File: src/rtl/cluster_cfg_pkg.sv
// Size and latency constants shared by every block of the execution cluster
package cluster_cfg_pkg;

  // Cluster geometry
  localparam int unsigned NumUnits = 4;
  localparam int unsigned UnitIdxW = (NumUnits > 1) ? $clog2(NumUnits) : 1;

  // Datapath widths
  localparam int unsigned DataW = 32;
  localparam int unsigned TagW  = 4;

  // Cycles from acceptance to result valid
  localparam int unsigned LatAlu = 1;
  localparam int unsigned LatMul = 3;

  // Width of the per-unit latency down-counter
  localparam int unsigned LatW = $clog2(LatMul + 1);

endpackage

File: src/rtl/cluster_types_pkg.sv
// Opcode, state and payload types passed between the cluster blocks; import where used
package cluster_types_pkg;

  import cluster_cfg_pkg::*;

  // Operations the units understand
  typedef enum logic [2:0] {
    OP_ADD = 3'd0,
    OP_SUB = 3'd1,
    OP_AND = 3'd2,
    OP_XOR = 3'd3,
    OP_MUL = 3'd4
  } fu_op_e;

  // Unit FSM, busy from start until its result is granted
  typedef enum logic {
    ST_IDLE = 1'b0,
    ST_BUSY = 1'b1
  } unit_state_e;

  // Issued operation
  typedef struct packed {
    fu_op_e             op;
    logic [DataW-1:0]   opa;
    logic [DataW-1:0]   opb;
    logic [TagW-1:0]    tag;
  } fu_req_t;

  // Finished result, tag travels with the value
  typedef struct packed {
    logic [TagW-1:0]    tag;
    logic [DataW-1:0]   value;
  } fu_res_t;

  // Common data bus beat
  typedef struct packed {
    logic               valid;
    fu_res_t            res;
  } cdb_t;

endpackage

File: src/rtl/prio_enc.sv
// Priority encoder over N request lines; INV set picks the lowest index, clear the highest
module prio_enc #(
  parameter int unsigned N   = 4,
  parameter bit          INV = 1'b1,
  localparam int unsigned IdxW = (N > 1) ? $clog2(N) : 1
) (
  input  logic [N-1:0]    lines_i,
  output logic [IdxW-1:0] enc_o,
  output logic            valid_o
);

  // Any line set at all
  assign valid_o = |lines_i;

  // Last match in scan order wins
  always_comb begin : scan
    enc_o = '0;
    if (INV) begin
      // Scan downwards so the lowest set line is kept
      for (int i = N - 1; i >= 0; i--) begin
        if (lines_i[i]) enc_o = IdxW'(i);
      end
    end else begin
      // Scan upwards so the highest set line is kept
      for (int i = 0; i < N; i++) begin
        if (lines_i[i]) enc_o = IdxW'(i);
      end
    end
  end

endmodule

File: src/rtl/issue_dispatch.sv
// Issue stage of the cluster; steers each accepted request to the lowest idle unit
module issue_dispatch
  import cluster_cfg_pkg::*;
  import cluster_types_pkg::*;
(
  input  logic                clk_i,
  input  logic                rst_ni,
  input  logic                issue_valid_i,
  input  fu_req_t             issue_req_i,
  input  logic [NumUnits-1:0] unit_busy_i,
  output logic                issue_ready_o,
  output logic [NumUnits-1:0] unit_start_o,
  output fu_req_t             unit_req_o
);

  logic [NumUnits-1:0] start_q;
  logic [NumUnits-1:0] idle;
  logic [UnitIdxW-1:0] idle_idx;
  logic                idle_any;

  // Units started last edge count as busy
  assign idle = ~unit_busy_i & ~start_q;

  // Lowest-numbered idle unit
  prio_enc #(
    .N  (NumUnits),
    .INV(1'b1)
  ) i_idle_enc (
    .lines_i(idle),
    .enc_o  (idle_idx),
    .valid_o(idle_any)
  );

  // Accept while any unit can take work
  assign issue_ready_o = idle_any;

  // One-hot start on a transfer
  always_comb begin : start_dec
    unit_start_o = '0;
    if (issue_valid_i && idle_any) begin
      unit_start_o[idle_idx] = 1'b1;
    end
  end

  // Request is shared, only the start bit selects
  assign unit_req_o = issue_req_i;

  always_ff @(posedge clk_i or negedge rst_ni) begin : start_reg
    if (!rst_ni) begin
      start_q <= '0;
    end else begin
      start_q <= unit_start_o;
    end
  end

endmodule

File: src/rtl/exec_unit.sv
// One execution unit of the cluster; runs an operation and holds the result until granted
module exec_unit
  import cluster_cfg_pkg::*;
  import cluster_types_pkg::*;
(
  input  logic    clk_i,
  input  logic    rst_ni,
  input  logic    flush_i,
  input  logic    start_i,
  input  fu_req_t req_i,
  input  logic    ready_i,
  output logic    busy_o,
  output logic    valid_o,
  output fu_res_t res_o
);

  unit_state_e      state_q;
  logic [LatW-1:0]  cnt_q;
  logic             valid_q;
  fu_res_t          res_q;
  logic [DataW-1:0] result_d;
  logic [LatW-1:0]  lat_d;
  logic             accept;

  // -------------------------------------------------------------------
  // Datapath
  // -------------------------------------------------------------------
  always_comb begin : alu
    case (req_i.op)
      OP_ADD:  result_d = req_i.opa + req_i.opb;
      OP_SUB:  result_d = req_i.opa - req_i.opb;
      OP_AND:  result_d = req_i.opa & req_i.opb;
      OP_XOR:  result_d = req_i.opa ^ req_i.opb;
      // Low half of the product
      OP_MUL:  result_d = req_i.opa * req_i.opb;
      default: result_d = '0;
    endcase
  end

  // Latency by opcode
  assign lat_d  = (req_i.op == OP_MUL) ? LatW'(LatMul) : LatW'(LatAlu);
  assign accept = (state_q == ST_IDLE) && start_i;

  always_ff @(posedge clk_i) begin : res_reg
    if (accept) begin
      res_q <= '{tag: req_i.tag, value: result_d};
    end
  end

  // -------------------------------------------------------------------
  // Control FSM
  // -------------------------------------------------------------------
  always_ff @(posedge clk_i or negedge rst_ni) begin : ctrl_reg
    if (!rst_ni) begin
      state_q <= ST_IDLE;
      cnt_q   <= '0;
      valid_q <= 1'b0;
    end else if (flush_i) begin
      // Drop work and any held result
      state_q <= ST_IDLE;
      cnt_q   <= '0;
      valid_q <= 1'b0;
    end else begin
      case (state_q)
        ST_IDLE: begin
          if (start_i) begin
            state_q <= ST_BUSY;
            cnt_q   <= lat_d;
          end
        end
        ST_BUSY: begin
          if (valid_q) begin
            // Held until the arbiter grants
            if (ready_i) begin
              valid_q <= 1'b0;
              state_q <= ST_IDLE;
            end
          end else if (cnt_q == LatW'(1)) begin
            valid_q <= 1'b1;
            cnt_q   <= '0;
          end else begin
            cnt_q <= cnt_q - LatW'(1);
          end
        end
        default: state_q <= ST_IDLE;
      endcase
    end
  end

  assign busy_o  = (state_q == ST_BUSY);
  assign valid_o = valid_q;
  assign res_o   = res_q;

endmodule

File: src/rtl/rr_arbiter.sv
// Round-robin arbiter draining the unit results; unserved requesters are kept and served first
module rr_arbiter
  import cluster_cfg_pkg::*;
(
  input  logic                clk_i,
  input  logic                rst_ni,
  input  logic                flush_i,

  // Unit side
  input  logic [NumUnits-1:0] valid_i,
  output logic [NumUnits-1:0] ready_o,

  // Reorder buffer side
  input  logic                ready_i,
  output logic                valid_o,

  // Select for the bus stage
  output logic [UnitIdxW-1:0] served_o
);

  // Requesters seen but not yet picked
  logic [NumUnits-1:0] rem_valid_q;
  logic [NumUnits-1:0] rem_valid_d;

  // Set under arbitration this cycle
  logic [NumUnits-1:0] pick_set;

  // Encoder result and its one-hot form
  logic [UnitIdxW-1:0] pick_idx;
  logic                pick_any;
  logic [NumUnits-1:0] pick_onehot;

  // -------------------------------------------------------------------
  // Set selection
  // -------------------------------------------------------------------
  // New valids only sampled once the remainder is empty
  assign pick_set = (|rem_valid_q) ? rem_valid_q : valid_i;

  // Lowest index wins within the set
  prio_enc #(
    .N  (NumUnits),
    .INV(1'b1)
  ) i_pick_enc (
    .lines_i(pick_set),
    .enc_o  (pick_idx),
    .valid_o(pick_any)
  );

  always_comb begin : pick_dec
    pick_onehot = '0;
    if (pick_any) begin
      pick_onehot[pick_idx] = 1'b1;
    end
  end

  // Picked unit leaves the set
  assign rem_valid_d = pick_set & ~pick_onehot;

  // -------------------------------------------------------------------
  // Outputs
  // -------------------------------------------------------------------
  assign valid_o  = pick_any;
  assign served_o = pick_idx;

  // Ready only with the reorder buffer ready
  always_comb begin : ready_gate
    if (ready_i) begin
      ready_o = pick_onehot;
    end else begin
      ready_o = '0;
    end
  end

  // Remainder advances every edge, back-pressure or not
  always_ff @(posedge clk_i or negedge rst_ni) begin : rem_reg
    if (!rst_ni) begin
      rem_valid_q <= '0;
    end else if (flush_i) begin
      rem_valid_q <= '0;
    end else begin
      rem_valid_q <= rem_valid_d;
    end
  end

endmodule

File: src/rtl/cdb_mux.sv
// Common data bus stage; registers the granted unit result for broadcast to the reorder buffer
module cdb_mux
  import cluster_cfg_pkg::*;
  import cluster_types_pkg::*;
(
  input  logic                clk_i,
  input  logic                rst_ni,
  input  logic                flush_i,
  input  fu_res_t             res_i [NumUnits],
  input  logic                grant_valid_i,
  input  logic [UnitIdxW-1:0] served_i,
  input  logic                rob_ready_i,
  output cdb_t                cdb_o
);

  logic    valid_q;
  fu_res_t res_q;

  // Broadcast valid, one cycle per grant
  always_ff @(posedge clk_i or negedge rst_ni) begin : valid_reg
    if (!rst_ni) begin
      valid_q <= 1'b0;
    end else if (flush_i) begin
      valid_q <= 1'b0;
    end else begin
      valid_q <= grant_valid_i && rob_ready_i;
    end
  end

  // Payload of the served unit
  always_ff @(posedge clk_i) begin : res_reg
    res_q <= res_i[served_i];
  end

  assign cdb_o = '{valid: valid_q, res: res_q};

endmodule

File: src/rtl/exec_cluster_top.sv
// Top of the execution cluster; wires dispatch, the unit array, the arbiter and the bus stage
module exec_cluster_top
  import cluster_cfg_pkg::*;
  import cluster_types_pkg::*;
(
  input  logic    clk_i,
  input  logic    rst_ni,
  input  logic    flush_i,
  input  logic    issue_valid_i,
  input  fu_req_t issue_req_i,
  input  logic    rob_ready_i,
  output logic    issue_ready_o,
  output cdb_t    cdb_o
);

  // Dispatch to units
  logic [NumUnits-1:0] unit_start;
  fu_req_t             unit_req;
  logic [NumUnits-1:0] unit_busy;

  // Units to arbiter and bus stage
  logic [NumUnits-1:0] unit_valid;
  logic [NumUnits-1:0] unit_ready;
  fu_res_t             unit_res [NumUnits];

  // Arbiter to bus stage
  logic                grant_valid;
  logic [UnitIdxW-1:0] served;

  issue_dispatch i_dispatch (
    .clk_i        (clk_i),
    .rst_ni       (rst_ni),
    .issue_valid_i(issue_valid_i),
    .issue_req_i  (issue_req_i),
    .unit_busy_i  (unit_busy),
    .issue_ready_o(issue_ready_o),
    .unit_start_o (unit_start),
    .unit_req_o   (unit_req)
  );

  // -------------------------------------------------------------------
  // Unit array
  // -------------------------------------------------------------------
  for (genvar u = 0; u < NumUnits; u++) begin : gen_units
    exec_unit i_unit (
      .clk_i  (clk_i),
      .rst_ni (rst_ni),
      .flush_i(flush_i),
      .start_i(unit_start[u]),
      .req_i  (unit_req),
      .ready_i(unit_ready[u]),
      .busy_o (unit_busy[u]),
      .valid_o(unit_valid[u]),
      .res_o  (unit_res[u])
    );
  end

  rr_arbiter i_arbiter (
    .clk_i   (clk_i),
    .rst_ni  (rst_ni),
    .flush_i (flush_i),
    .valid_i (unit_valid),
    .ready_o (unit_ready),
    .ready_i (rob_ready_i),
    .valid_o (grant_valid),
    .served_o(served)
  );

  cdb_mux i_cdb (
    .clk_i        (clk_i),
    .rst_ni       (rst_ni),
    .flush_i      (flush_i),
    .res_i        (unit_res),
    .grant_valid_i(grant_valid),
    .served_i     (served),
    .rob_ready_i  (rob_ready_i),
    .cdb_o        (cdb_o)
  );

endmodule

File: config.mk
export PLATFORM = sky130hd
export DESIGN_NAME = exec_cluster_top
export DESIGN_NICKNAME = d
export VERILOG_FILES = /design/src/rtl/cluster_cfg_pkg.sv /design/src/rtl/cluster_types_pkg.sv /design/src/rtl/prio_enc.sv /design/src/rtl/issue_dispatch.sv /design/src/rtl/exec_unit.sv /design/src/rtl/rr_arbiter.sv /design/src/rtl/cdb_mux.sv /design/src/rtl/exec_cluster_top.sv
export SDC_FILE = /design/constraint.sdc
export NUM_CORES = 2
export LEC_CHECK = 0
export ABC_CLOCK_PERIOD_IN_PS = 5600
export BUFFER_PORTS_ARGS = -buffer_cell sky130_fd_sc_hd__buf_2
export CAP_MARGIN = 20
export CORE_AREA = 3 3 299 301
export CTS_CLUSTER_DIAMETER = 30
export DETAILED_ROUTE_END_ITERATION = 8
export DIE_AREA = 0 0 302 304
export PLACE_DENSITY = 0.47
export SYNTH_ARGS = -nofsm -noshare
export SYNTH_HDL_FRONTEND = slang
export SYNTH_SLANG_ARGS = --single-unit
File: constraint.sdc
create_clock -name clk_i -period 5.6 [get_ports clk_i]
set_clock_uncertainty 0.2 [all_clocks]
set_input_delay 0.56 -clock clk_i [delete_from_list [all_inputs] [get_ports clk_i]]
set_output_delay 0.56 -clock clk_i [all_outputs]
set_load 0.05 [all_outputs]
---- Word-level counts from Yosys, hierarchy flattened ----
Cells that the tools add are included.
cells by class
  equality and inequality tests ........... 16
  add/subtract/negate cells ............... 6
  muxes and demuxes ....................... 79
  reductions and logical operators ........ 20
  $lt $le $gt $ge ......................... 5
  $mul .................................... 1
  bitwise logic cells ..................... 12
operators by type and width
  kind                   count
  $pmux W32 S5           1
  $bmux W36 S2           1
  $mux W36               2
  $mux W2                25
  $mux W1                35
  $add A32 B32 Y32       1
  $and A32 B32 Y32       1
  $mul A32 B32 Y32       1
  $sub A32 B32 Y32       1
  $xor A32 B32 Y32       1
  $ne A3 B3 Y1 const B   8
  $mux W4                5
  $pmux W2 S2            4
  $not A4 Y4             3
  $reduce_or A4 Y1       3
  $and A4 B4 Y4          2
  $eq A2 B1 Y1 const B   4
  $logic_and A1 B1 Y1    8
  $pmux W1 S2            4
  $reduce_and A2 Y1      4
  $reduce_bool A2 Y1     4
  $sub A2 B1 Y2 const B  4
  $eq A3 B2 Y1 const B   2
  $lt A2 B3 Y1 const B   2
  other kinds (8)        13
word-level totals
  logic and storage cells ................. 164
  bits in registers ....................... 205
  bits of input ports ..................... 76

---- Depth between registers and ports, before layout ----
  depth after elaboration ................. 16
  depth in mapped cells ................... 27

---- By module ----
A second synthesis with hierarchy kept.
second synthesis, totals
  cells, all modules ...................... 9,264
  area total of the unflattened synthesis .. 84,347.1 um2
by module, submodules not included
  module                               times used  area an instance (um2)  cells each  seq. area each (um2)
  exec_unit (gen_units[1].i_unit ...)  2           20,324.5                2,239       1,181.1
  exec_unit (gen_units[0].i_unit)      1           20,617.3                2,328       1,181.1
  exec_unit (gen_units[3].i_unit)      1           20,383.3                2,252       1,181.1
  cdb_mux                              1           1,686.6                 83          745.7
  issue_dispatch                       1           693.2                   83          100.1
  rr_arbiter                           1           247.7                   26          100.1
  prio_enc                             2           35.0                    7           0.0

---- Worst setup path before layout ----
OpenSTA, ideal clock, no wires.
  kind .................................... input-to-reg
  start ................................... input port issue_req_i[48] in the netlist's numbering
  end ..................................... register gen_units[0].i_unit.res_q (netlist bit gen_units[0].i_unit.res_o[31]) (data pin)
  arrival time ............................ 7.311 ns
  path buffers ............................ 2
  path slack .............................. -2.183 ns
  cell stages on the path ................. 25
  cell sequence ........................... clkbuf_1 -> clkbuf_1 -> and2_1 -> fa_1 -> fa_1 -> fa_1 -> inv_1 -> fa_1 -> inv_1 -> fa_1 -> inv_1 -> fa_1 -> inv_1 -> fa_1 -> fa_1 -> ha_1 -> a2111oi_0 -> o21ai_1 -> o21ai_0 -> a22oi_1 -> a2111oi_4 -> o31ai_1 -> o41ai_2 -> xnor2_1 -> a221o_1
on the way
  longest elaborated chain between the ends .. 2
  elaborated cells between the ends (all ways) .. 4
ends and longest elaborated chain
  what                                      RTL line                source
  start: declaration                        exec_cluster_top.sv:10  input fu_req_t issue_req_i,
  $mul A32 B32 Y32 (tied with other cells)  exec_unit.sv:35         OP_MUL: result_d = req_i.opa * req_i.opb;
  $pmux W32 S5 *                            exec_unit.sv:29         case (req_i.op)
  net gen_units[0].i_unit.result_d[31]      exec_unit.sv:21         logic [DataW-1:0] result_d;
  end signal: assignment                    exec_unit.sv:46         res_q <= '{tag: req_i.tag, value: result_d};
  end: declaration                          exec_unit.sv:20         fu_res_t res_q;
Mark *: on every way through the listed nets, which the timed path passes. The rest lies on a longest branch.
A chain may end at the register's enable or synchronous reset.

---- Final worst setup path ----
  start ................................... input port issue_req_i[11] in the netlist's numbering
  end ..................................... register gen_units[2].i_unit.res_q (netlist bit gen_units[2].i_unit.res_o[31]) (data pin)
on the way
  longest elaborated chain between the ends .. 2
  elaborated cells between the ends (all ways) .. 4
ends and longest elaborated chain
  what                                      RTL line
  $mul A32 B32 Y32 (tied with other cells)  -
  $pmux W32 S5 *                            -
  net gen_units[0].i_unit.result_d[31]      exec_unit.sv:21
  end signal: assignment                    exec_unit.sv:46
  end: declaration                          exec_unit.sv:20
Marked as above.

==> results_dict.tcl <==
set metrics [dict create \
    syn_inst 2616 \
    timing.critical_path.fanout_max 5 \
    rr_worst_depth 8 \
    die_w_um 302 \
    critPathRequiredTime_ns 5.63 \
    vias_per_cell 4.79 \
    rsz0062_at_grt "yes" \
    antenna_found_initial 5 \
    cp.arrival_ns 7.18 \
    remaining_drc_errors 0 \
    hold_violations 0 \
    clock_tree.buffer_depth 3 \
    holdCritStartpoint "issue_req_i[0]" \
    crit-reg2reg-launch "i_arbiter.rem_valid_q[3]$_DFF_PN0_" \
    cts-buffers-inserted 24 \
    yosys.area.top_type "fa_1" \
    synth_edf_count 144 \
    wirelength_mm 86.8 \
    gr-total-overflow 0 \
    fill_cells 8536 \
    grt_pass1_vias 21600 \
    area_growth_syn_to_layout_pct 27.0 \
    synth_flop_cell "edfxtp_1" \
    portBuffers 113 \
    synth_seq_area_share 0.218 \
    synth_area_um2 26000 \
    htree_num_levels 1 \
    hold_end "gen_units[1].i_unit.res_o[32]$_DFFE_PP_" \
    nets 3656 \
    yosysMostFrequentCell "fa_1" \
    multi_input_area_um2 19500 \
    drt_iter0_markers 1508 \
    gp_congestion 0.879 \
    period_minus_slack_ns 7.15 \
    finish.instance_area_um2 33000 \
    grt_max_degree 39 \
    worst_pin_slew_ns 1.23 \
    ys_ff_latch 205 \
    insertion_delay_ns 0.50 \
    syn_area_per_cell_um2 9.93 \
    routedWlPerCell_um 20.9 \
    clkTransAtPathRegs_ns 0.06 \
    core_region_area_um2 86900 \
    cap_viol_max_count 0 \
    hold_depth 1 \
    reg2reg_to "gen_units[2].i_unit.valid_o$_DFFE_PN0P_" \
    rows 108 \
    die_y_um 304 \
    synth_top_cells_by_count "fa_1, inv_1, nand2_1" \
    dp_hpwl_mm 70.6 \
    ctsRootBufferMaster "clkbuf_16" \
    placed_cell_area_um2 30100 \
    regArea_um2 5670 \
    status "finished, violations left" \
    setup_violations 88 \
    max_freq_mhz 140 \
    yosysWarnings 0 \
    synth_top_area_frac 0.315 \
    initial_core_util 0.299 \
    r2r_slack_ns 2.98 \
    numClockSinks 205 \
    async_flop_share 0.122 \
    startpoint_type "input port" \
    antenna_left 0 \
    synth_area_leaders "fa_1, edfxtp_1, ha_1" \
    fin_crit_sh 1.28 \
    cts_tree "yes" \
    slew_viol_final 0 \
    grt_usage 0.190 \
    dieArea_um2 91800 \
    drive_gt1_frac 0.246 \
    min_path_type "in2reg" \
    synth_fp_nets 3292 \
    end_kind "flip-flop" \
    maxSlewHeadroom 0.177 \
    grt_pass1_wl_mm 133 \
    setup_slack_ns -1.55 \
    io_pins 114 \
    crit_type "in2reg" \
    violations "negative setup slack" \
    yosysUniqueCellTypes 77 \
    vias 19900 \
    first_pass_iters 6 \
]
## worst max-delay path by stage
stage	start	to	slack (ns)	depth (start not counted)
4_1_cts	issue_req_i[10]	gen_units[2].i_unit.res_o[31]$_DFFE_PP_	-1.58	25
3_3_place_gp	issue_req_i[6]	gen_units[0].i_unit.res_o[31]$_DFFE_PP_	-2.41	24
5_1_grt	issue_req_i[6]	gen_units[2].i_unit.res_o[31]$_DFFE_PP_	-1.79	26
3_5_place_dp	issue_req_i[6]	gen_units[2].i_unit.res_o[31]$_DFFE_PP_	-2.41	24
6_report	issue_req_i[11]	gen_units[2].i_unit.res_o[31]$_DFFE_PP_	-1.55	25
2_1_floorplan	issue_req_i[11]	gen_units[0].i_unit.res_o[31]$_DFFE_PP_	-1.88	25
## state kept, by name (all words and copies together), names as in the netlist
signal and flops:
gen_units.i_unit.res_o 144, i_cdb.cdb_o 36, gen_units.i_unit.cnt_q 8, gen_units.i_unit.busy_o 4, gen_units.i_unit.valid_o 4, i_arbiter.rem_valid_q 4, i_dispatch.start_q 4, i_cdb.valid_q 1
## routing by layer
layer  global-route usage  part of all wire  vias to the layer above
met5                    0           0.00047                        -
met4               0.0388             0.021                        6
met3               0.0407             0.073                      104
met2                0.301              0.45                      597
met1                0.267              0.46                    10100
li1                     -                 -                     9089
## critical path: stages
cell and delay (ns):
buf_6 0.11, buf_8 0.12, buf_12 0.12, buf_6 0.12, and2_4 0.13, fa_2 0.54, fa_2 0.44, fa_1 0.49
inv_1 0.05, fa_1 0.52, inv_1 0.07, fa_1 0.51, fa_1 0.43, fa_1 0.53, fa_1 0.46, ha_4 0.29
a21oi_4 0.19, and2_1 0.16, a22oi_2 0.07, a2111oi_4 0.27, buf_4 0.20, o31ai_4 0.08, o41ai_2 0.23, xnor2_1 0.15
a221o_1 0.36
## placed cells by master (no fill, tap or decap), types with 53 or more instances in the layout
cell type  netlist  layout
buf_2            2      88
fa_1           409     381
nand2_1        330     327
edfxtp_1       144     144
nor2_1          69      64
buf_4            1     290
and2_1         304     270
a21oi_1         62      53
ha_1           191     155
buf_6            1      53
xnor2_1         90      85
inv_1          407     382
## cells by family (layout without fill, tap and decap cells)
group	count (synthesis)	in the layout	share of synthesized area
and+or+nand+nor	809	809	0.157
other	1	5	0.000144
muxes	33	33	0.0127
AOI/OAI and AO/OA	285	285	0.0788
buffers and inverters	546	928	0.0794
xor gates and xnor gates	137	137	0.0465
adders and majority gates	600	600	0.407
DFF	205	205	0.218
## per-stage QoR
stage / hold WS (ns) / util / setup TNS [ns] / worst slack [ns] / instances
final: 0.0829 / 0.380 / -98.13 / -1.55 / 4157
after global routing: 0.0794 / 0.380 / -113.13 / -1.79 / 4153
after CTS: 0.0652 / 0.371 / -101.48 / -1.58 / 4134
after detailed placement: 0.225 / 0.347 / -171.58 / -2.41 / 4050
after global placement: 0.220 / 0.346 / -169.53 / -2.41 / 4049
after floorplan: 0.0644 / - / -91.10 / -1.88 / 2616
## area by class of cell
class	count	share of cell area
Antenna cell	4	0.000303
Clock inverter	14	0.00398
Sequential cell	205	0.172
Tap cell	1155	0.0438
Inverter	407	0.0463
Multi-Input combinational cell	1865	0.590
Timing Repair Buffer	477	0.123
Clock buffer	30	0.0205
## what timing repair did
| action | in CTS | in global routing |
|---|---|---|
| setup buffers | 41 | 22 |
| setup endpoints to repair | 96 | 96 |
| hold endpoints to repair | 25 | 0 |
| hold buffers | 1 | 0 |
| cloned | 2 | 0 |
| gates resized for setup | 212 | 131 |
| pin swaps | 123 | 111 |
Power is left out: the tool's default activity adds up to more than one toggle a clock period on the data nets, which glitch-free logic cannot reach.
